[config.mk]
export PLATFORM = sky130hd
export DESIGN_NAME = phys_regfile
export DESIGN_NICKNAME = d
export VERILOG_FILES = /design/src/rtl/issue_pkg.sv /design/src/rtl/phys_regfile.sv
export VERILOG_INCLUDE_DIRS = /design/src /design/src/rtl
export SDC_FILE = /design/constraint.sdc
export NUM_CORES = 2
export LEC_CHECK = 0
export BUFFER_PORTS_ARGS = -buffer_cell sky130_fd_sc_hd__buf_4
export CAP_MARGIN = 20
export CORE_MARGIN = 8
export CORE_UTILIZATION = 27
export DETAILED_ROUTE_END_ITERATION = 10
export GPL_TIMING_DRIVEN = 0
export SLEW_MARGIN = 20
export SYNTH_ARGS = -nofsm -noshare
export SYNTH_HDL_FRONTEND = slang
export SYNTH_SLANG_ARGS = --single-unit
[constraint.sdc]
create_clock -name CLK -period 5.2 [get_ports CLK]
set_input_delay 0.26 -clock CLK [delete_from_list [all_inputs] [get_ports CLK]]
set_output_delay 0.26 -clock CLK [all_outputs]
set_load 0.02 [all_outputs]
[src/rtl/issue_consts.svh]
`ifndef ISSUE_CONSTS_SVH
`define ISSUE_CONSTS_SVH

// issue queue geometry
`define IQ_DEPTH 16
`define IQ_IDX_W 4

// physical register file geometry
`define PREG_COUNT 64
`define PREG_W 6

// datapath width
`define XLEN 32

// tag 0 is the hardwired zero register
`define PREG_ZERO 6'd0

`endif

[src/rtl/issue_pkg.sv]
`include "issue_consts.svh"

package issue_pkg;

    // one renamed instruction as it leaves rename
    typedef struct packed {
        logic [`PREG_W-1:0] src_a;
        logic [`PREG_W-1:0] src_b;
        logic [`PREG_W-1:0] dst;
        logic               reg_wr;
        logic [`XLEN-1:0]   instr;
        logic [`XLEN-1:0]   pc;
        logic [5:0]         alu_con;
        logic [4:0]         shamt;
        logic               mem_wr;
        logic               mem_rd;
        logic               branch;
        logic               jump;
        logic               jump_reg;
        logic               alu_src;
        logic [`XLEN-1:0]   imm;
    } dispatch_t;

    // slot contents, valid bit lives in the queue
    typedef struct packed {
        dispatch_t op;
        logic      rdy_a;
        logic      rdy_b;
    } iq_entry_t;

    // what execution receives
    typedef struct packed {
        logic [`PREG_W-1:0] dst;
        logic               reg_wr;
        logic [`XLEN-1:0]   instr;
        logic [`XLEN-1:0]   pc;
        logic [5:0]         alu_con;
        logic [4:0]         shamt;
        logic               mem_wr;
        logic               mem_rd;
        logic               branch;
        logic               jump;
        logic               jump_reg;
        logic [`XLEN-1:0]   operand_a;
        logic [`XLEN-1:0]   operand_b;
        logic [`XLEN-1:0]   mem_write_data;
    } exec_op_t;

    // one execution result per cycle at most
    typedef struct packed {
        logic               valid;
        logic [`PREG_W-1:0] tag;
        logic [`XLEN-1:0]   value;
    } broadcast_t;

endpackage

[src/rtl/phys_regfile.sv]
`timescale 1ns/100ps
`include "issue_consts.svh"

module phys_regfile (
    input  logic                   CLK,
    input  logic                   RESET,
    input  issue_pkg::broadcast_t  broadcast,
    input  logic [`PREG_W-1:0]     rd_tag_a,
    input  logic [`PREG_W-1:0]     rd_tag_b,
    output logic [`XLEN-1:0]       rd_data_a,
    output logic [`XLEN-1:0]       rd_data_b
);

    logic [`XLEN-1:0] regs [`PREG_COUNT];

    logic wr_en;

    // register 0 holds zero forever
    assign wr_en = broadcast.valid && (broadcast.tag != `PREG_ZERO);

    always_ff @(posedge CLK or negedge RESET) begin
        if (!RESET) begin
            for (int i = 0; i < `PREG_COUNT; i++) begin
                regs[i] <= '0;
            end
        end else if (wr_en) begin
            regs[broadcast.tag] <= broadcast.value;
        end
    end

    // same-cycle result is forwarded ahead of the write
    always_comb begin
        rd_data_a = regs[rd_tag_a];
        rd_data_b = regs[rd_tag_b];
        if (wr_en && (broadcast.tag == rd_tag_a)) begin
            rd_data_a = broadcast.value;
        end
        if (wr_en && (broadcast.tag == rd_tag_b)) begin
            rd_data_b = broadcast.value;
        end
    end

endmodule

; ---- Word level (Yosys, flattened, before mapping)
; Cells that the tools add are included.
[totals]
out_inout_bits = 64
word_cells = 89
ff_bits = 2048
in_bits = 53
[op_classes]
eq_ne = 2
n_reduce_logical = 5
bitwise = 3
order_cmp = 4
n_mux = 11
[ops]
columns = cell, n
row1 = $bwmux 2048, 1
row2 = $bmux 32 s6, 2
row3 = $mux 32, 7
row4 = $demux 32 s6, 1
row5 = $ge 7x7->1 const B, 3
row6 = $not 6->7, 3
row7 = $eq 6x6->1, 2
row8 = $lt 7x1->1 const B, 1
row9 = $reduce_bool 6->1, 1
row10 = $logic_and 1x1->1, 4

; ---- Depth between registers and ports, before layout
[logic_depth]
ltp_word = 6
mapped_depth = 10
ltp_nobuf = 5

; ---- Worst setup path before layout
; Ideal clock, no wire load.
[synth_timing]
path_kind = input to output
from = input port rd_tag_a[0]
to = output port rd_data_a[26]
slack_ns = 2.530
t_arrival_ns = 2.410
required_time_ns = 4.940
n_path_buf = 5
stages = 10
cell_sequence = buf_4 > buf_4 > buf_4 > buf_4 > buf_2 > nand3b_1 > o22ai_1 > nor4_1 > nor3_1 > nor4_1
[synth_between]
elab_chain_len = 5
word_cells_on_any_way = 7
[synth_rtl]
columns = element, line_no
row1 = start: declaration, phys_regfile.sv:8  ; input logic [`PREG_W-1:0] rd_tag_a,
row2 = $not 6->7 (not written as such), phys_regfile.sv:33  ; rd_data_a = regs[rd_tag_a];
row3 = $bmux 32 s6, phys_regfile.sv:33
row4 = $mux 32 (not written as such) (2 in a row), phys_regfile.sv:33
row5 = $mux 32 *, phys_regfile.sv:35  ; if (wr_en && (broadcast.tag == rd_tag_a)) begin
row6 = end: declaration, phys_regfile.sv:10  ; output logic [`XLEN-1:0] rd_data_a,
; Every way passes the cells marked *; elsewhere a longest branch is shown, timed or not. The select of a mux whose other input is x is not followed.

; ---- Worst setup path in the final report
[layout_timing]
from = input port rd_tag_a[0]
to = output port rd_data_a[31]
; The elaborated chain is that of the path after synthesis.

==> impl_metrics.ini <==
[sta]
min_period_ps = 5601
fin_crit_sh = 1.077
setup_viol = 24
tightest_slew_ps = 1421
rsz0062_at_grt = false
layout_setup_ws_ps = -400.9
maxSlewViolCount = 0
timing.clock.skew_ps = 0
slew_headroom = 0.04894
finalHoldViolCount = 0
timing.fmax_mhz = 178.5

[synth]
yosys_warnings = 0
synth-seq-cells = 2048
muxShareOfSynthArea = 0.4388
synthCells = 7239
syn_area_um2 = 109400
synth_area_per_cell_um2 = 15.11
yosys.area_share.simple = 0.02543
ys.flop_type = dfrtp_1
synth_nets = 7292
synth_async_sr_flop_share = 1.000
synth_top_family_by_area = multiplexers
synth_compound_area_frac = 0.03411
seq_area_frac_synth = 0.4685
yosysTopAreaCell = dfrtp_1
yosysTopAreaCellShare = 0.4685
synth-xor-area-share = 0.0009608
synth_fa_ha_area_frac = 0
ys_types = 54
synth_area_leaders = dfrtp_1, mux2_2, mux4_2, clkbuf_1, mux2i_1
synth_edf_count = 0

[worst_setup_path]
cpLargestDelayFamily = buffers and inverters
worstPathMaxFanout = 10
rr_startpoint = regs[785]
regToRegSetupSlack_ps = 4270
cp.required_ps = 4940
worstSetupStartpointType = input pin
crit_path_frequent_cell = buf_4
critical_path.cell_chain = buf_4, buf_4, buf_4, buf_4, buf_2, nand3b_1, o22ai_1, nor4_2, nor3_1, nor4_2, buf_4, buf_4
r2r-end = regs[785]
critical-path-max-stage-delay_ps = 670
crit_path_top_delay_cell = nor4_2
ff2ff_path_depth = 1
criticalPathCategory = input pin to output port
worst-path-buf-inv = 7
critPathCaptureType = output port
cp_data_arrival_time_ps = 5340

[cts]
cts_buffers = 236
clock_sink_count = 2048
cts-root-buf = clkbuf_16
cts_tree = done
clk_latency_ps = 940
cts_buffer_depth = 4
cts.clk_slew.worst_paths_ps = 60
htree_num_levels = 4

[detailed_routing]
drtIter0Drc = 11692
drc = 0
dr.pass1.iters = 8
num_vias = 81558
wl_per_cell_um = 45.64
ant_nets = 0
drt-total-wl_mm = 607.3
via_per_inst = 6.130

[floorplanning]
die_x_um = 652.5
io_pins = 117
die_h_um = 652.5
core_um2 = 403200
die_area_um2 = 425800
start_util = 0.2713
num_rows = 233

[global_routing]
antenna_found_initial = 81
grt_overflow = 0
track_usage = 0.2755
grt_first_pass_wirelength_mm = 786.5
grt_pass1_vias = 79978
grt_max_degree = 153

[pwr]
leakage_uw = 0.05496
p_per_area_nw_per_um2 = 366.9
ir_drop_mv = 0.3015
p_total_uw = 46700

[run]
drv_cap = 0

[finish]
drive_gt1_frac = 0.5254
reg.largest.list = regs: 2048 flops
syn_to_final_growth_pct = 16.35
top_register = regs
seqCellArea_um2 = 51250
fin_area_um2 = 127300
largest_register_ffs = 2048
nets = 7703
multi_input_area_um2 = 54810
fillers = 39414

[status]
status = finished, violations left
violations = negative setup slack

[place]
routabilityCongestion = 1.060
io_buffers = 72
hpwl_mm = 457.3
post_dp_cell_area_um2 = 118900

[hold_path]
min_path_type = input pin to asynchronous set/reset pin
==> per-layer routing <==
layer	share of wire	wire (um)	global-route usage
met1	0.36	216200	0.3237
met3	0.13	79700	0.1222
met4	0.10	63500	0.2384
met5	0.00097	592	0.0001120
met2	0.41	247300	0.3803
==> cell families (layout without fill, tap and decap cells) <==
kind of cell | Yosys count | in the layout
muxes | 3304 | 3304
DFF | 2048 | 2048
buffers and inverters | 839 | 1434
and+or+nand+nor | 529 | 529
AOI/OAI and AO/OA | 507 | 507
xor gates and xnor gates | 12 | 12
other | 0 | 66
==> what timing repair did <==
item | in CTS | in global routing
endpoints found under the setup margin | 35 | 3
pin swaps | 3 | 2
endpoints found under the hold margin | 649 | 0
resized for setup | 39 | 4
setup buffers | 0 | 3
hold buffers | 15 | 0
==> cells in the mapped netlist, drive strengths merged (12+ instances only) <==
cell and instances:
o22ai 88, and3 48, dfrtp 2048, a21oi 19, nand4 39, nand2 107, nand3b 30, a22o 41
mux4 979, nor2b 46, a22oi 139, nor3 47, a41oi 17, a221o 36, clkbuf 513, mux2 2141
nor2 95, a211oi 38, o21ai 42, and2 12, buf 323, a31oi 13, nand3 48, o31ai 36
mux2i 184
==> how the worst max path moves through the flow <==
stage	endpoint	from	depth (start not counted)	slack [ps]
4_1_cts	rd_data_a[31]	rd_tag_a[0]	12	6
3_5_place_dp	rd_data_a[19]	rd_tag_a[1]	11	-850
2_1_floorplan	rd_data_a[26]	rd_tag_a[0]	10	2530
5_1_grt	rd_data_a[18]	rd_tag_a[1]	11	50
3_3_place_gp	regs[1910]	RESET	1	-21600
6_report	rd_data_a[31]	rd_tag_a[0]	12	-400
==> placed cells by master, fill, tap and decap left out, types with 56 or more instances in the layout <==
cell,count
diode_2,66
o22ai_1,88
dfrtp_1,2048
buf_2,232
mux2_2,2141
clkbuf_2,129
a22oi_1,139
mux2i_1,184
clkbuf_1,436
clkbuf_16,237
buf_4,127
nor2_1,83
nand2_1,107
clkbuf_8,56
mux4_2,979
==> report_power, final <==
part	switching (uW)	leakage [uW]	internal, uW
sequential	1750	0.0272	18000
clock	7450	0.00388	10000
combinational	5130	0.0238	4320
==> layout make-up <==
cell class	instances	share of cell area
antenna	66	0.001298
sequential	2048	0.4026
tap	5405	0.05313
clock inverter	73	0.007854
inverter	3	0.0001081
buffer	836	0.03004
clock buffer	349	0.05430
timing repair buffer	173	0.02006
multi-input combinational	4352	0.4306
==> per-stage QoR <==
| stage | hold slack [ps] | utilization | TNS (ps) | setup WS [ps] | cells |
|---|---|---|---|---|---|
| after floorplan | -35.59 | - | 0 | 2530 | 7239 |
| after global placement | 459.4 | 0.2894 | - | -21600 | 12716 |
| after detailed placement | 239.4 | 0.2948 | -9054 | -848.4 | 12798 |
| final | 69.08 | 0.3157 | -3068 | -400.9 | 13305 |
| after CTS | 9.757 | 0.3151 | 0 | 5.860 | 13235 |
| after global routing | 84.22 | 0.3154 | 0 | 53.28 | 13257 |
==> tightest hold or removal path: stages <==
cell	delay, ps
dlygate4sd3_1	620
buf_16	190
buf_16	420
(Power assumes the default switching activity.)
