### src/rtl/issue_consts.svh
`ifndef ISSUE_CONSTS_SVH
`define ISSUE_CONSTS_SVH

// issue queue geometry
`define IQ_DEPTH 16
`define IQ_IDX_W 4

// physical register file geometry
`define PREG_COUNT 64
`define PREG_W 6

// datapath width
`define XLEN 32

// tag 0 is the hardwired zero register
`define PREG_ZERO 6'd0

`endif

### src/rtl/issue_pkg.sv
`include "issue_consts.svh"

package issue_pkg;

    // one renamed instruction as it leaves rename
    typedef struct packed {
        logic [`PREG_W-1:0] src_a;
        logic [`PREG_W-1:0] src_b;
        logic [`PREG_W-1:0] dst;
        logic               reg_wr;
        logic [`XLEN-1:0]   instr;
        logic [`XLEN-1:0]   pc;
        logic [5:0]         alu_con;
        logic [4:0]         shamt;
        logic               mem_wr;
        logic               mem_rd;
        logic               branch;
        logic               jump;
        logic               jump_reg;
        logic               alu_src;
        logic [`XLEN-1:0]   imm;
    } dispatch_t;

    // slot contents, valid bit lives in the queue
    typedef struct packed {
        dispatch_t op;
        logic      rdy_a;
        logic      rdy_b;
    } iq_entry_t;

    // what execution receives
    typedef struct packed {
        logic [`PREG_W-1:0] dst;
        logic               reg_wr;
        logic [`XLEN-1:0]   instr;
        logic [`XLEN-1:0]   pc;
        logic [5:0]         alu_con;
        logic [4:0]         shamt;
        logic               mem_wr;
        logic               mem_rd;
        logic               branch;
        logic               jump;
        logic               jump_reg;
        logic [`XLEN-1:0]   operand_a;
        logic [`XLEN-1:0]   operand_b;
        logic [`XLEN-1:0]   mem_write_data;
    } exec_op_t;

    // one execution result per cycle at most
    typedef struct packed {
        logic               valid;
        logic [`PREG_W-1:0] tag;
        logic [`XLEN-1:0]   value;
    } broadcast_t;

endpackage

### src/rtl/busy_table.sv
`timescale 1ns/100ps
`include "issue_consts.svh"

module busy_table (
    input  logic                   CLK,
    input  logic                   RESET,
    input  logic                   flush,
    input  logic                   alloc_valid,
    input  logic [`PREG_W-1:0]     alloc_tag,
    input  logic [`PREG_W-1:0]     rd_tag_a,
    input  logic [`PREG_W-1:0]     rd_tag_b,
    input  issue_pkg::broadcast_t  broadcast,
    output logic                   ready_a,
    output logic                   ready_b
);

    // one bit per physical register, set while a result is outstanding
    logic [`PREG_COUNT-1:0] pending;

    logic bcast_hit_a;
    logic bcast_hit_b;

    always_ff @(posedge CLK or negedge RESET) begin
        if (!RESET) begin
            pending <= '0;
        end else if (flush) begin
            // every in-flight result is cancelled
            pending <= '0;
        end else begin
            if (broadcast.valid) begin
                pending[broadcast.tag] <= 1'b0;
            end
            // a fresh allocation beats a clear of the same tag
            if (alloc_valid) begin
                pending[alloc_tag] <= 1'b1;
            end
        end
    end

    assign bcast_hit_a = broadcast.valid && (broadcast.tag == rd_tag_a);
    assign bcast_hit_b = broadcast.valid && (broadcast.tag == rd_tag_b);

    // zero register is always ready
    assign ready_a = (rd_tag_a == `PREG_ZERO) || !pending[rd_tag_a] || bcast_hit_a;
    assign ready_b = (rd_tag_b == `PREG_ZERO) || !pending[rd_tag_b] || bcast_hit_b;

    // rename never hands out the zero register as a destination
    assert property (@(posedge CLK) disable iff (!RESET)
        alloc_valid |-> (alloc_tag != `PREG_ZERO))
        else $error("busy_table: tag 0 allocated");

endmodule

### config.mk
export PLATFORM = sky130hd
export DESIGN_NAME = busy_table
export DESIGN_NICKNAME = d
export VERILOG_FILES = /design/src/rtl/issue_pkg.sv /design/src/rtl/busy_table.sv
export VERILOG_INCLUDE_DIRS = /design/src /design/src/rtl
export SDC_FILE = /design/constraint.sdc
export NUM_CORES = 1
export LEC_CHECK = 0
export BUFFER_PORTS_ARGS = -buffer_cell sky130_fd_sc_hd__clkbuf_2
export CAP_MARGIN = 15
export CORE_MARGIN = 8
export CORE_UTILIZATION = 55
export DETAILED_ROUTE_END_ITERATION = 6
export HOLD_SLACK_MARGIN = 0.02
export PLACE_DENSITY_LB_ADDON = 0.15
export SYNTH_ARGS = -nofsm -noshare
export SYNTH_HDL_FRONTEND = slang
export SYNTH_SLANG_ARGS = --single-unit
export TNS_END_PERCENT = 20
### constraint.sdc
create_clock -name CLK -period 4.6 [get_ports CLK]
set_input_delay 0.69 -clock CLK [delete_from_list [all_inputs] [get_ports CLK]]
set_output_delay 0.69 -clock CLK [all_outputs]
set_load 0.02 [all_outputs]
# Yosys cells after proc, flatten, opt, wreduce, memory -nomap -nowiden
# Cells that the tools add are included.
dict set report totals {
  in_bits 61
  word_cells 36
  register_bits 64
  output_inout_bits 2
}
dict set report classes {
  n_bitwise 3
  n_eq_ne 2
  muxes 12
  reduce_logical 12
  order_cmp 6
}
# op count
set op_table {}
lappend op_table {{$mux 64} 4}
lappend op_table {{$and 64x64->64} 1}
lappend op_table {{$not 64->64} 1}
lappend op_table {{$or 64x64->64} 1}
lappend op_table {{$lt 6x7->1 const B} 4}
lappend op_table {{$bmux 1 s6} 2}
lappend op_table {{$demux 1 s6} 2}
lappend op_table {{$eq 6x6->1} 2}
lappend op_table {{$ge 6x1->1 const B} 2}
lappend op_table {{$logic_not 6->1} 2}
lappend op_table {{$logic_and 1x1->1} 4}
lappend op_table {{$logic_or 1x1->1} 4}
lappend op_table {{$mux 1} 4}
lappend op_table {{$logic_not 1->1} 2}

# Logic depth before layout (Yosys ltp)
dict set report depth {
  word_depth 11
  mapped_depth 7
  mapped_depth_nobuf 5
}

# Worst setup path after synthesis
# OpenSTA, ideal clock, no wires.
dict set report synth_path {
  kind {input to output}
  start {in rd_tag_b[0]}
  end {out ready_b}
  n_path_buf 2
  path_stages 6
  t_required_ps 3910
  path_slack_ps 1612
  arrival_ps 2298
  cell_sequence {buf_4 -> buf_4 -> mux4_2 -> a22oi_1 -> nand3_1 -> a32oi_1}
}
dict set report synth_between {
  elab_chain_cells 5
  elab_cells_between_ends 8
  cone_classes {1 x eq/ne; 2 x mux; 5 x reduce/logical}
}
# element line_no
set synth_lines {}
lappend synth_lines {{start, declared} busy_table.sv:11} ;# input logic [`PREG_W-1:0] rd_tag_b,
lappend synth_lines {{$bmux 1 s6} busy_table.sv:45} ;# assign ready_b = (rd_tag_b == `PREG_ZERO) || !pending[rd_tag_b] || bcast_hit_b;
lappend synth_lines {{$mux 1 (implied by the code)} busy_table.sv:45}
lappend synth_lines {{$logic_not 1->1} busy_table.sv:45}
lappend synth_lines {{$logic_or 1x1->1} busy_table.sv:45}
lappend synth_lines {{$logic_or 1x1->1 *} busy_table.sv:45}
lappend synth_lines {{end, declared} busy_table.sv:14} ;# output logic ready_b
# Mark *: on every way between the ends. The rest lies on a longest branch, timed or not. The select of a mux whose other input is x is not followed.

# Worst setup path after layout
# Ends and elaborated chain as after synthesis.

==> run_summary.xml <==
<?xml version="1.0" encoding="UTF-8"?>
<metrics>
  <group name="layout">
    <metric name="fillCellCount" unit="">653</metric>
    <metric name="final_layout_size_suffix_gt1_share" unit="%">17.2</metric>
    <metric name="layout_commonest_cell" unit="">sky130_fd_sc_hd__nand2_1</metric>
    <metric name="final_cell_mix" unit="">sky130_fd_sc_hd__nand2_1 (76), sky130_fd_sc_hd__a21oi_1 (66), sky130_fd_sc_hd__dfrtp_1 (64)</metric>
    <metric name="top_register" unit="">pending</metric>
    <metric name="postLayoutCellArea" unit="um2">4460</metric>
    <metric name="syn2layout_area_growth" unit="%">8.16</metric>
    <metric name="nets" unit="">510</metric>
    <metric name="reg.largest.list" unit="">pending x64</metric>
    <metric name="largest_register_ffs" unit="">64</metric>
    <metric name="antenna-diode-count" unit="">0</metric>
  </group>
  <group name="synthesis">
    <metric name="synthCells" unit="">440</metric>
    <metric name="synthTopCellsByArea" unit="">sky130_fd_sc_hd__dfrtp_1 (39%), sky130_fd_sc_hd__mux4_2 (15%), sky130_fd_sc_hd__a21oi_1 (8.0%), sky130_fd_sc_hd__o21ai_0 (7.5%), sky130_fd_sc_hd__nand2_1 (6.9%)</metric>
    <metric name="synthesis.area" unit="um2">4120</metric>
    <metric name="number_of_warning_messages_in_the_yosys_log" unit="">0</metric>
    <metric name="synth_enable_flop_cells" unit="">0</metric>
    <metric name="synthDistinctLibCells" unit="">41</metric>
    <metric name="synth_top_cell_by_area" unit="">sky130_fd_sc_hd__dfrtp_1</metric>
    <metric name="synth_top_area_share" unit="%">38.8</metric>
    <metric name="syn-mean-instance-area" unit="um2">9.37</metric>
    <metric name="mappedNetlistNets" unit="">501</metric>
    <metric name="asyncSetResetFlopFracSynth" unit="%">100</metric>
    <metric name="yosys_register_bits" unit="">64</metric>
    <metric name="most_used_dff_post_synth" unit="">sky130_fd_sc_hd__dfrtp_1</metric>
    <metric name="synth_sequential_area_ratio" unit="%">38.8</metric>
  </group>
  <group name="clock_network">
    <metric name="cts.sinks" unit="">64</metric>
    <metric name="post_cts.repair.setup_buffers" unit="">0</metric>
    <metric name="total_of_hold_buffers_inserted_after_clock_tree_synthesis" unit="">0</metric>
    <metric name="cts.reportedPaths.clkPinSlew" unit="ps">60</metric>
    <metric name="cts_tree" unit="">done</metric>
    <metric name="clock_tree.buffer_depth" unit="">2</metric>
    <metric name="postCtsResizedCells" unit="">0</metric>
    <metric name="ctsHtreeMaxLevel" unit="">3</metric>
    <metric name="clock-root-buffer" unit="">sky130_fd_sc_hd__clkbuf_8</metric>
    <metric name="insertion_delay" unit="ps">350</metric>
    <metric name="cts_made_buffers" unit="">9</metric>
  </group>
  <group name="routing">
    <metric name="initialDrtViolationCount" unit="">273</metric>
    <metric name="remaining_design_rule_violation_count" unit="">0</metric>
    <metric name="post_drt_via_cell_ratio" unit="">6.74</metric>
    <metric name="detail_route.wirelength" unit="um">12500</metric>
    <metric name="routed-via-count" unit="">3726</metric>
    <metric name="drt-wirelength-per-cell" unit="um">22.5</metric>
    <metric name="drt_first_pass_iters" unit="">5</metric>
    <metric name="antenna_viol_nets_final" unit="">0</metric>
  </group>
  <group name="power_and_ir_drop">
    <metric name="vdd_ir_drop_max" unit="V">0.000209</metric>
    <metric name="total_leakage_power" unit="nW">1.75</metric>
    <metric name="powerDensity" unit="nW/um2">271</metric>
    <metric name="pwr-share-clk" unit="%">40.2</metric>
    <metric name="cell_internal_pwr" unit="mW">0.892</metric>
    <metric name="total_power" unit="mW">1.21</metric>
    <metric name="switching_share" unit="%">26.3</metric>
    <metric name="combinationalPowerShare" unit="%">12.7</metric>
    <metric name="switching_power_of_the_nets" unit="mW">0.318</metric>
    <metric name="power_share_of_the_sequential_group" unit="%">47.1</metric>
  </group>
  <group name="timing">
    <metric name="final.setup_skew" unit="ps">0</metric>
    <metric name="timing_max_transition_violations_final" unit="">0</metric>
    <metric name="setup_viol" unit="">0</metric>
    <metric name="fin_setup_tns" unit="ps">0</metric>
    <metric name="fin_crit_sh" unit="%">78.0</metric>
    <metric name="worst-slew-pin-transition" unit="ps">1080</metric>
    <metric name="hold_slack" unit="ps">505</metric>
    <metric name="maxSlewHeadroom" unit="%">27.3</metric>
    <metric name="period_minus_slack" unit="ps">3590</metric>
    <metric name="finalHoldViolCount" unit="">0</metric>
    <metric name="layout_setup_ws" unit="ps">1010</metric>
    <metric name="achievable-frequency" unit="GHz">0.279</metric>
    <metric name="grt_setup_unrepaired" unit="">no</metric>
  </group>
  <group name="placed_design">
    <metric name="place_hpwl" unit="um">8140</metric>
    <metric name="gpl.final_weighted_congestion" unit="">0.933</metric>
    <metric name="postPlaceCellArea" unit="um2">4260</metric>
    <metric name="numPortBuffers" unit="">30</metric>
    <metric name="pre_cts_slack" unit="ps">1040</metric>
  </group>
  <group name="critical_path">
    <metric name="timing.reg2reg.setup_slack" unit="ps">3800</metric>
    <metric name="crit_fanout" unit="">18</metric>
    <metric name="cp.required" unit="ps">3910</metric>
    <metric name="worst_setup_path_start_kind" unit="">input port</metric>
    <metric name="cp.arrival" unit="ps">2900</metric>
    <metric name="worstSetupPathType" unit="">input port to primary output</metric>
    <metric name="critPathCaptureType" unit="">primary output</metric>
  </group>
  <group name="floorplanning">
    <metric name="area_of_the_placeable_core" unit="um2">7250</metric>
    <metric name="initial_core_util" unit="%">56.9</metric>
    <metric name="top_level_ports" unit="">63</metric>
    <metric name="rows" unit="">31</metric>
    <metric name="chip_width" unit="um">103</metric>
    <metric name="die-area" unit="um2">10500</metric>
    <metric name="die_y" unit="um">103</metric>
  </group>
  <group name="global_routing">
    <metric name="global_route.usage.total" unit="%">25.5</metric>
    <metric name="grt_first_pass_wirelength" unit="um">19800</metric>
    <metric name="grt_start_max_net_pins" unit="">65</metric>
    <metric name="first_global_vias" unit="">3696</metric>
    <metric name="initial_antenna_violation_count" unit="">1</metric>
    <metric name="globalRouteOverflowTotal" unit="">0</metric>
  </group>
  <group name="flow_run">
    <metric name="maxCapViolations" unit="">0</metric>
  </group>
  <group name="min_path">
    <metric name="min_path_type" unit="">input port to asynchronous set/reset pin</metric>
  </group>
  <group name="outcome">
    <metric name="run_status" unit="">complete, no violations</metric>
  </group>
</metrics>
==> worst paths after layout <==
check | startpoint | to | cells past startpoint
max | rd_tag_b[0] | ready_b | 7
min | RESET | pending[61] | 1
max reg2reg | pending[28] | pending[28] | 2
min reg2reg | pending[44] | pending[44] | 2
max in group asynchronous | RESET | pending[30] | 2
min in group CLK | pending[44] | pending[44] | 2
==> stage by stage <==
| step | instances | utilization (%) |
|---|---|---|
| floorplan | 440 | - |
| global placement | 537 | 58.8 |
| detailed placement | 537 | 58.8 |
| CTS | 553 | 61.5 |
| global route | 553 | 61.5 |
| finish | 553 | 61.5 |
==> area by class of cell <==
| cell class | instances | area, um2 | share of cell area, % |
|---|---|---|---|
| Sequential cell | 64 | 1600 | 35.9 |
| Multi-Input combinational cell | 339 | 2360 | 52.8 |
| Clock buffer | 13 | 159 | 3.56 |
| Clock inverter | 3 | 40.0 | 0.898 |
| Timing Repair Buffer | 33 | 173 | 3.87 |
| Inverter | 2 | 7.51 | 0.168 |
| Tap cell | 99 | 124 | 2.78 |
==> worst max-delay path: stages <==
cell and delay (ps):
sky130_fd_sc_hd__clkbuf_2 560, sky130_fd_sc_hd__mux4_2 610, sky130_fd_sc_hd__a22oi_1 260, sky130_fd_sc_hd__nand3_1 130, sky130_fd_sc_hd__mux2_2 270, sky130_fd_sc_hd__a32oi_1 160
sky130_fd_sc_hd__clkbuf_2 200
==> synth_stat cells, types with 6 or more instances <==
cell type	count
sky130_fd_sc_hd__xnor2_1	6
sky130_fd_sc_hd__o21ai_0	62
sky130_fd_sc_hd__xor2_1	6
sky130_fd_sc_hd__nand2_1	76
sky130_fd_sc_hd__a22oi_1	7
sky130_fd_sc_hd__dfrtp_1	64
sky130_fd_sc_hd__nand4_1	6
sky130_fd_sc_hd__mux4_2	27
sky130_fd_sc_hd__clkbuf_1	27
sky130_fd_sc_hd__nor2_1	15
sky130_fd_sc_hd__nor2b_1	10
sky130_fd_sc_hd__a21oi_1	66
sky130_fd_sc_hd__nand3_1	12
==> power by group through the flow <==
stage                     combinational (mW)  sequential (mW)  clock (mW)
after floorplan                       0.0987            0.579           0
after global placement                 0.149            0.580           0
after detailed placement               0.151            0.580           0
after CTS                              0.151            0.569       0.501
after global routing                   0.166            0.570       0.519
final                                  0.153            0.569       0.487
==> logic make-up after synthesis <==
family | after synthesis | share of synthesized area (%)
AOI/OAI and AO/OA | 143 | 18.3
xor gates and xnor gates | 12 | 2.55
buffers and inverters | 37 | 4.04
DFF | 64 | 38.8
muxes | 38 | 19.4
and+or+nand+nor | 146 | 16.8
==> routing by layer <==
metal / vias up / wire (um) / global-route usage (%)
li1: 1632 / - / -
met1: 1844 / 5040 / 32.4
met2: 212 / 5720 / 39.2
met3: 38 / 1280 / 7.09
met4: 0 / 418 / 12.5
met5: - / 0 / 0
(Power assumes the default switching activity.)
