`config.mk`:
```
export PLATFORM = sky130hd
export DESIGN_NAME = issue_queue
export DESIGN_NICKNAME = d
export VERILOG_FILES = /design/src/rtl/issue_pkg.sv /design/src/rtl/issue_queue.sv /design/src/rtl/priority_arbiter.sv
export VERILOG_INCLUDE_DIRS = /design/src /design/src/rtl
export SDC_FILE = /design/constraint.sdc
export NUM_CORES = 2
export LEC_CHECK = 0
export BUFFER_PORTS_ARGS = -buffer_cell sky130_fd_sc_hd__buf_2
export CAP_MARGIN = 5
export CORE_MARGIN = 3
export CORE_UTILIZATION = 50
export DETAILED_ROUTE_END_ITERATION = 12
export MAX_ROUTING_LAYER = met4
export PLACE_DENSITY = 0.71
export SYNTH_ARGS = -nofsm -noshare
export SYNTH_HDL_FRONTEND = slang
export SYNTH_SLANG_ARGS = --single-unit
```
`constraint.sdc`:
```
create_clock -name CLK -period 17.35 [get_ports CLK]
set_clock_uncertainty 0.1 [all_clocks]
set_input_delay 0 -clock CLK [delete_from_list [all_inputs] [get_ports CLK]]
set_output_delay 0 -clock CLK [all_outputs]
set_load 0.01 [all_outputs]
```
`src/rtl/issue_consts.svh`:
```
`ifndef ISSUE_CONSTS_SVH
`define ISSUE_CONSTS_SVH

// issue queue geometry
`define IQ_DEPTH 16
`define IQ_IDX_W 4

// physical register file geometry
`define PREG_COUNT 64
`define PREG_W 6

// datapath width
`define XLEN 32

// tag 0 is the hardwired zero register
`define PREG_ZERO 6'd0

`endif

```
`src/rtl/issue_pkg.sv`:
```
`include "issue_consts.svh"

package issue_pkg;

    // one renamed instruction as it leaves rename
    typedef struct packed {
        logic [`PREG_W-1:0] src_a;
        logic [`PREG_W-1:0] src_b;
        logic [`PREG_W-1:0] dst;
        logic               reg_wr;
        logic [`XLEN-1:0]   instr;
        logic [`XLEN-1:0]   pc;
        logic [5:0]         alu_con;
        logic [4:0]         shamt;
        logic               mem_wr;
        logic               mem_rd;
        logic               branch;
        logic               jump;
        logic               jump_reg;
        logic               alu_src;
        logic [`XLEN-1:0]   imm;
    } dispatch_t;

    // slot contents, valid bit lives in the queue
    typedef struct packed {
        dispatch_t op;
        logic      rdy_a;
        logic      rdy_b;
    } iq_entry_t;

    // what execution receives
    typedef struct packed {
        logic [`PREG_W-1:0] dst;
        logic               reg_wr;
        logic [`XLEN-1:0]   instr;
        logic [`XLEN-1:0]   pc;
        logic [5:0]         alu_con;
        logic [4:0]         shamt;
        logic               mem_wr;
        logic               mem_rd;
        logic               branch;
        logic               jump;
        logic               jump_reg;
        logic [`XLEN-1:0]   operand_a;
        logic [`XLEN-1:0]   operand_b;
        logic [`XLEN-1:0]   mem_write_data;
    } exec_op_t;

    // one execution result per cycle at most
    typedef struct packed {
        logic               valid;
        logic [`PREG_W-1:0] tag;
        logic [`XLEN-1:0]   value;
    } broadcast_t;

endpackage

```
`src/rtl/issue_queue.sv`:
```
`timescale 1ns/100ps
`include "issue_consts.svh"

module issue_queue (
    input  logic                   CLK,
    input  logic                   RESET,
    input  logic                   flush,
    input  logic                   dispatch_valid,
    input  issue_pkg::dispatch_t   dispatch,
    input  logic                   src_ready_a,
    input  logic                   src_ready_b,
    input  issue_pkg::broadcast_t  broadcast,
    input  logic                   exec_stall,
    input  logic [`XLEN-1:0]       rd_data_a,
    input  logic [`XLEN-1:0]       rd_data_b,
    output logic [`PREG_W-1:0]     rd_tag_a,
    output logic [`PREG_W-1:0]     rd_tag_b,
    output logic                   iq_full,
    output logic                   issue_valid,
    output issue_pkg::exec_op_t    issue_op
);

    // slot storage
    issue_pkg::iq_entry_t entries [`IQ_DEPTH];
    logic [`IQ_DEPTH-1:0] slot_valid;

    // ready-entry selection
    logic [`IQ_DEPTH-1:0] ready_vec;
    logic [`IQ_DEPTH-1:0] sel_grant;
    logic [`IQ_IDX_W-1:0] sel_idx;
    logic                 any_ready;
    logic                 sel_fire;

    // free-slot selection
    logic [`IQ_DEPTH-1:0] free_vec;
    logic [`IQ_IDX_W-1:0] free_idx;
    logic                 any_free;
    logic                 accept;

    issue_pkg::iq_entry_t new_entry;
    issue_pkg::dispatch_t sel_op;
    issue_pkg::exec_op_t  next_op;

    always_comb begin
        for (int i = 0; i < `IQ_DEPTH; i++) begin
            ready_vec[i] = slot_valid[i] && entries[i].rdy_a && entries[i].rdy_b;
        end
    end

    assign free_vec = ~slot_valid;

    priority_arbiter #(
        .WIDTH (`IQ_DEPTH)
    ) ready_arb_inst (
        .req       (ready_vec),
        .grant     (sel_grant),
        .grant_idx (sel_idx),
        .any_grant (any_ready)
    );

    priority_arbiter #(
        .WIDTH (`IQ_DEPTH)
    ) free_arb_inst (
        .req       (free_vec),
        .grant     (),
        .grant_idx (free_idx),
        .any_grant (any_free)
    );

    assign iq_full  = !any_free;
    assign accept   = dispatch_valid && !iq_full && !flush;
    // no new pick while execution holds the current op
    assign sel_fire = any_ready && !exec_stall;

    // sources already produced, or produced this very cycle, start ready
    always_comb begin
        new_entry.op    = dispatch;
        new_entry.rdy_a = src_ready_a;
        new_entry.rdy_b = src_ready_b;
    end

    // operand read for the selected slot
    assign sel_op   = entries[sel_idx].op;
    assign rd_tag_a = sel_op.src_a;
    assign rd_tag_b = sel_op.src_b;

    always_comb begin
        next_op.dst            = sel_op.dst;
        next_op.reg_wr         = sel_op.reg_wr;
        next_op.instr          = sel_op.instr;
        next_op.pc             = sel_op.pc;
        next_op.alu_con        = sel_op.alu_con;
        next_op.shamt          = sel_op.shamt;
        next_op.mem_wr         = sel_op.mem_wr;
        next_op.mem_rd         = sel_op.mem_rd;
        next_op.branch         = sel_op.branch;
        next_op.jump           = sel_op.jump;
        next_op.jump_reg       = sel_op.jump_reg;
        next_op.operand_a      = rd_data_a;
        // immediate replaces the second source
        next_op.operand_b      = sel_op.alu_src ? sel_op.imm : rd_data_b;
        next_op.mem_write_data = rd_data_b;
    end

    // control state
    always_ff @(posedge CLK or negedge RESET) begin
        if (!RESET) begin
            slot_valid  <= '0;
            issue_valid <= 1'b0;
        end else if (flush) begin
            slot_valid  <= '0;
            issue_valid <= 1'b0;
        end else begin
            if (sel_fire) begin
                slot_valid <= slot_valid & ~sel_grant;
            end
            // free slot never equals the selected one
            if (accept) begin
                slot_valid[free_idx] <= 1'b1;
            end
            if (!exec_stall) begin
                issue_valid <= any_ready;
            end
        end
    end

    // wakeup, slot write and issue register
    always_ff @(posedge CLK) begin
        if (broadcast.valid) begin
            for (int i = 0; i < `IQ_DEPTH; i++) begin
                if (entries[i].op.src_a == broadcast.tag) begin
                    entries[i].rdy_a <= 1'b1;
                end
                if (entries[i].op.src_b == broadcast.tag) begin
                    entries[i].rdy_b <= 1'b1;
                end
            end
        end
        if (accept) begin
            entries[free_idx] <= new_entry;
        end
        if (sel_fire) begin
            issue_op <= next_op;
        end
    end

    // rename must respect back-pressure
    assert property (@(posedge CLK) disable iff (!RESET)
        !(dispatch_valid && iq_full))
        else $error("issue_queue: dispatch while full");

    // held output while execution is stalled
    assert property (@(posedge CLK) disable iff (!RESET)
        (exec_stall && !flush) |=>
            ($stable(issue_valid) && (!issue_valid || $stable(issue_op))))
        else $error("issue_queue: issue output changed under stall");

endmodule

```
`src/rtl/priority_arbiter.sv`:
```
`timescale 1ns/100ps

module priority_arbiter #(
    parameter int WIDTH = 16,
    localparam int IDX_W = (WIDTH > 1) ? $clog2(WIDTH) : 1
) (
    input  logic [WIDTH-1:0] req,
    output logic [WIDTH-1:0] grant,
    output logic [IDX_W-1:0] grant_idx,
    output logic             any_grant
);

    // scan from the top so the lowest requester is written last
    always_comb begin
        grant     = '0;
        grant_idx = '0;
        any_grant = 1'b0;
        for (int i = WIDTH - 1; i >= 0; i--) begin
            if (req[i]) begin
                grant     = '0;
                grant[i]  = 1'b1;
                grant_idx = IDX_W'(i);
                any_grant = 1'b1;
            end
        end
    end

    // at most one grant, only to a requester, and never idle with requests
    always_comb begin
        assert ($onehot0(grant) && ((grant & ~req) == '0)
                && ((grant == '0) == (req == '0)))
            else $error("priority_arbiter: bad grant %b for req %b", grant, req);
    end

endmodule

```
# Word-level counts from Yosys, hierarchy flattened

Memories as Yosys holds them, arrays and structs flattened.
Cells that the tools add are included.

Bits in registers: 200
Bits in writable memories: 2144
Logic and storage cells: 282
Memories kept: 1

Magnitude comparators: 2
Equality and inequality tests: 33
Muxes and demuxes: 187
Bitwise gates (word level): 4
Reductions and logical operators: 39

Memory list:

| memory  | depth | bits a word | read ports | clocked after Yosys merged registers in | wr ports | line              | text |
|---|---|---|---|---|---|---|---|
| entries | 16    | 134         | 17         | 0                                       | 17       | issue_queue.sv:24 | `` issue_pkg::iq_entry_t entries [`IQ_DEPTH]; `` |

Operators with widths:

| cell               | number |
|---|---|
| $mux 16            | 20 |
| $eq 6x6->1         | 32 |
| $mux 1             | 133 |
| $mux 4             | 32 |
| $logic_and 1x1->1  | 36 |
| $mux 32            | 1 |
| $not 16->16        | 2 |
| $and 16x16->16     | 1 |
| $or 16x16->16      | 1 |
| $lt 4x5->1 const B | 1 |
| $demux 1 s4        | 1 |
| $ge 4x1->1 const B | 1 |
| $logic_not 1->1    | 3 |
| $ne 2x2->1 const B | 1 |

# Longest topological paths before layout

An unclocked memory read counts as a cell.

Depth in word-level cells: 26
Gate-level depth with buffers: 15
Gate-level depth less buffers: 10

# Cells and area by module

Synthesis repeated with hierarchy kept, for this count alone.

Cell total of the unflattened synthesis: 4059
Area total of the unflattened synthesis: 91082.4 um^2

Modules (own cells, without submodules):

| module           | instances | cells an instance | area each (um^2) |
|---|---|---|---|
| issue_queue      | 1         | 3953              | 90379.2 |
| priority_arbiter | 2         | 53                | 351.6 |

# Worst setup path after synthesis

No wires, ideal clock.

Path type: register to register
From: register slot_valid[13]
To: register slot_valid[7]
Data arrival time: 12.102 ns
Path slack: 5.015 ns
Cell stages (with the launch flop): 8
Clock period less this slack: 12.335 ns
Path through: dfrtp_1 -> nand3_1 -> and4_1 -> a31oi_1 -> nand2_1 -> or3b_2 -> o21ai_0 -> a21oi_1

Word-level cells in the longest chain between the ends: 23
Elaborated cells between the ends (all ways): 74
Classes of those cells: order compare: 2; mux: 62; bitwise: 4; reduce/logical: 6

RTL lines:

| element                                              | line               | text |
|---|---|---|
| start: declaration                                   | issue_queue.sv:25  | `` logic [`IQ_DEPTH-1:0] slot_valid; `` |
| start signal: assignment                             | issue_queue.sv:115 | `slot_valid <= slot_valid & ~sel_grant;` |
| branches (longest 21 deep; another with $not 16->16) | -                  |  |
| $mux 16 (*)                                          | issue_queue.sv:118 | `if (accept) begin` |
| $mux 16 (*)                                          | issue_queue.sv:110 | `end else if (flush) begin` |

Every way passes the cells marked *. The select of a mux whose other input is x is not followed.
A chain may end at the register's enable or synchronous reset.

# Worst setup path after layout

From: register slot_valid[0]
To: output port rd_tag_b[4]

Word-level cells in the longest chain between the ends: 4

RTL lines:

| element                        | line                   | text |
|---|---|---|
| $logic_and 1x1->1 (2 in a row) | issue_queue.sv:46      | `ready_vec[i] = slot_valid[i] && entries[i].rdy_a && entries[i].rdy_b;` |
| $mux 4                         | priority_arbiter.sv:19 | `if (req[i]) begin` |
| $mem_v2 16x134                 | -                      |  |
| end: declaration               | issue_queue.sv:17      | `` output logic [`PREG_W-1:0] rd_tag_b, `` |

No other way between the ends.

==> flow_summary_export.csv <==
group,metric,value,unit
global_routing,grt_pass1_vias,55668,
timing,final-max-slew-violation-count,0,
timing,setup_violations,0,
synthesis,synth.avg_cell_area,14.5,µm²
critical_path,crit_end,"rd_tag_b[4]",
routing,post-route-drc-count,0,
synthesis,yosys.area_share.simple,9.94,%
critical_path,worst-setup-path-type,"flip-flop to output port",
synthesis,yosys_warnings,0,
synthesis,ys_async_sr_fraction,0.725,%
global_routing,grt.total_usage,25.0,%
die,die_w,436,µm
critical_path,path_buf_inv,3,
critical_path,rr_worst_depth,11,
placed_design,gp_congestion,0.836,
timing,rsz0062_at_grt,"no",
power,p_leak,37.1,nW
routing,drt_iter0_markers,5941,
critical_path,path_delay_family,"simple AND/OR/NAND/NOR gates",
timing,timing.fmax,171,MHz
timing,finalHoldViolCount,0,
timing,tightest_slew,1460,ps
synthesis,postSynthCellCount,6345,
critical_path,cp_cell_sequence,"nand3_2 > and2_4 > and2_4 > buf_4 > buf_12 > nand2_1 > nand3_1 > nand2_1 > o221ai_1 > buf_2",
synthesis,synth.area.top_cells,"edfxtp_1, nand2_1, mux2i_1, nor2_1, a211oi_1",
synthesis,synthDistinctLibCells,55,
die,initial_utilization,50.3,%
critical_path,end_kind,"output port",
clock_network,post-cts-setup-buffer-count,0,
die,core_area,183000,µm²
critical_path,crit_slowest_cell,"and2_4",
die,die_y,436,µm
status,status,"completed",
layout,nNetsFinal,7290,
synthesis,synth_top_cell_area_share,74.7,%
power,switching_power,0.00240,W
power,power_frac_seq,54.1,%
synthesis,yosys_register_bits,2344,
global_routing,antenna_found_initial,27,
power,clockPowerShare,42.0,%
routing,vias_per_cell,5.85,
layout,layout-drive-gt1-share,12.2,%
timing,fin_crit_sh,33.8,%
critical_path,critPathMaxFanout,226,
min_path,hold_class,"input pin to flip-flop",
synthesis,synth_xor_xnor_area_share,1.82,%
power,peakVddDrop,0.0997,mV
synthesis,synth_top_family_by_area,"simple AND/OR/NAND/NOR gates",
placed_design,dp_hpwl,115000,µm
global_routing,grt-ovfl-total,0,
synthesis,synth_area,92300,µm²
power,p_per_area,108,nW/µm²
synthesis,synth_compound_area_share,6.88,%
timing,period_needed,5860,ps
critical_path,cp_num_cells,10,
global_routing,grt_pass1_wl,351000,µm
timing,setup_tns,0,ps
die,io_pins,439,
die,rows,157,
synthesis,yosys.area.top_type,"edfxtp_1",
clock_network,cts_buffers,225,
layout,syn_to_final_growth,17.1,%
synthesis,synth_edf_count,2295,
clock_network,clk_latency,850,ps
power,p_int,0.00926,W
synthesis,synthAdderAreaFrac,0,%
clock_network,cts.clk_slew.worst_paths,60,ps
placed_design,place.port_buffers,406,
clock_network,cts_tree,"done",
layout,n_fill_cell,13634,
synthesis,ys.flop_type,"edfxtp_1",
critical_path,reg2reg_from,"slot_valid[3]$_DFF_PN0_",
routing,dr_total_vias,56850,
synthesis,synth_nets,6587,
synthesis,synth.area.mux_share,3.48,%
synthesis,synth_top_cells_by_count,"edfxtp_1, nand2_1, nor2_1",
clock_network,cts_sinks,2344,
timing,relSlewSlack,2.98,%
routing,drtPass1Iterations,5,
synthesis,yosysSeqAreaShare,75.8,%
global_routing,grt_max_degree,227,
layout,fin_area,108000,µm²
critical_path,rrSetupSlack,11760,ps
critical_path,worstSetupStartpoint,"slot_valid[0]$_DFF_PN0_",
critical_path,startpoint_type,"flip-flop",
clock_network,cts_root_buffer,"clkbuf_16",
clock_network,clockBufferDepth,3,
critical_path,arrival,5760,ps
clock_network,htree_levels,4,
routing,finalWirelength,235000,µm
routing,routedWlPerCell,24.2,µm
critical_path,cp_data_required_time,17250,ps
critical_path,r2r-end,"issue_op[132]$_DFFE_PN_",
die,dieArea,190000,µm²
power,power_frac_comb,3.9,%
synthesis,synth.most_common_cell,"edfxtp_1",
critical_path,cp_slowest_stage_delay,820,ps
placed_design,placed_area,96500,µm²
power,swShare,20.6,%
run,max_cap_violations,0,
routing,postRouteAntennaNets,0,
==> metal layers <==
metal | vias up | global-route usage, % | part of all wire (%)
met4 | 0 | 8.93 | 3.3
met2 | 2481 | 40.2 | 49
met1 | 28412 | 32.8 | 41
met3 | 449 | 3.52 | 7.3
met5 | - | - | 0
li1 | 25508 | - | -
==> registers in the layout (all words and copies together) (netlist names) <==
signal       flops
entries       2144
issue_op       183
issue_valid      1
slot_valid      16
==> logic make-up after synthesis <==
family                 after synthesis
multiplexers                       315
XOR/XNOR                           192
AND/OR/NAND/NOR                   2111
flip-flops                        2344
buffers and inverters              435
AO/OA/AOI/OAI                      948
==> power by group through the flow <==
stage / clock [W] / combinational [W] / sequential, W
CTS: 0.00497 / 0.000455 / 0.00631
global placement: 0 / 0.000362 / 0.00642
floorplan: 0 / 0.000180 / 0.00645
global route: 0.00518 / 0.000494 / 0.00631
finish: 0.00490 / 0.000458 / 0.00631
detailed placement: 0 / 0.000372 / 0.00643
==> how the worst min path moves through the flow <==
stage,start,to,depth (start not counted)
2_1_floorplan,RESET,issue_valid$_DFFE_PN0P_,0
3_3_place_gp,RESET,issue_valid$_DFFE_PN0P_,1
3_5_place_dp,RESET,issue_valid$_DFFE_PN0P_,1
4_1_cts,dispatch[18],entries[15][20]$_DFFE_PP_,2
5_1_grt,dispatch[40],entries[8][42]$_DFFE_PP_,2
6_report,dispatch[58],entries[8][60]$_DFFE_PP_,2
==> final cells by class <==
| class | count | area [µm²] | area share (%) |
|---|---|---|---|
| Tap cell | 2464 | 3080 | 2.85 |
| Clock inverter | 146 | 1560 | 1.45 |
| Inverter | 13 | 73.8 | 0.0683 |
| Antenna cell | 22 | 55.1 | 0.0509 |
| Sequential cell | 2344 | 70000 | 64.8 |
| Multi-Input combinational cell | 3566 | 20600 | 19.0 |
| Timing Repair Buffer | 898 | 6890 | 6.38 |
| Clock buffer | 267 | 5850 | 5.41 |
==> through the flow <==
step / instances / worst slack, ps / hold WS [ps] / utilization, % / power (W)
final: 9720 / 11490 / 69.2 / 59.0 / 0.0117
after global routing: 9719 / 11350 / 34.5 / 59.0 / 0.0120
after CTS: 9698 / 11520 / 0.0336 / 58.9 / 0.0117
after detailed placement: 8875 / 11930 / -101 / 52.6 / 0.00680
after global placement: 8875 / 12010 / -105 / 52.6 / 0.00679
after floorplan: 6345 / 5010 / -396 / - / 0.00663
==> repair_timing <==
| action | 4_1_cts | 5_1_grt |
|---|---|---|
| endpoints found under the hold margin | 2287 | 0 |
| hold buffers | 410 | 0 |
| gates resized for setup | 0 | 0 |
| setup endpoints to repair | 0 | 0 |
==> cell usage in the layout, fill, tap and decap left out, types with 38 or more instances in the layout <==
master and n:
edfxtp_1 2295, buf_2 406, clkbuf_1 38, nand4_1 44
a22oi_1 90, dlygate4sd3_1 410, o221ai_1 99, xnor2_1 96
a211oi_1 188, mux2i_1 280, nor2_1 581, a31oi_1 191
o22ai_1 126, clkinv_2 38, buf_4 71, nand3_1 263
clkinv_1 55, o21ai_0 188, clkbuf_16 227, nand2_1 907
xor2_1 96, and3_1 195
No activity file was read; power rests on OpenSTA's default activity.
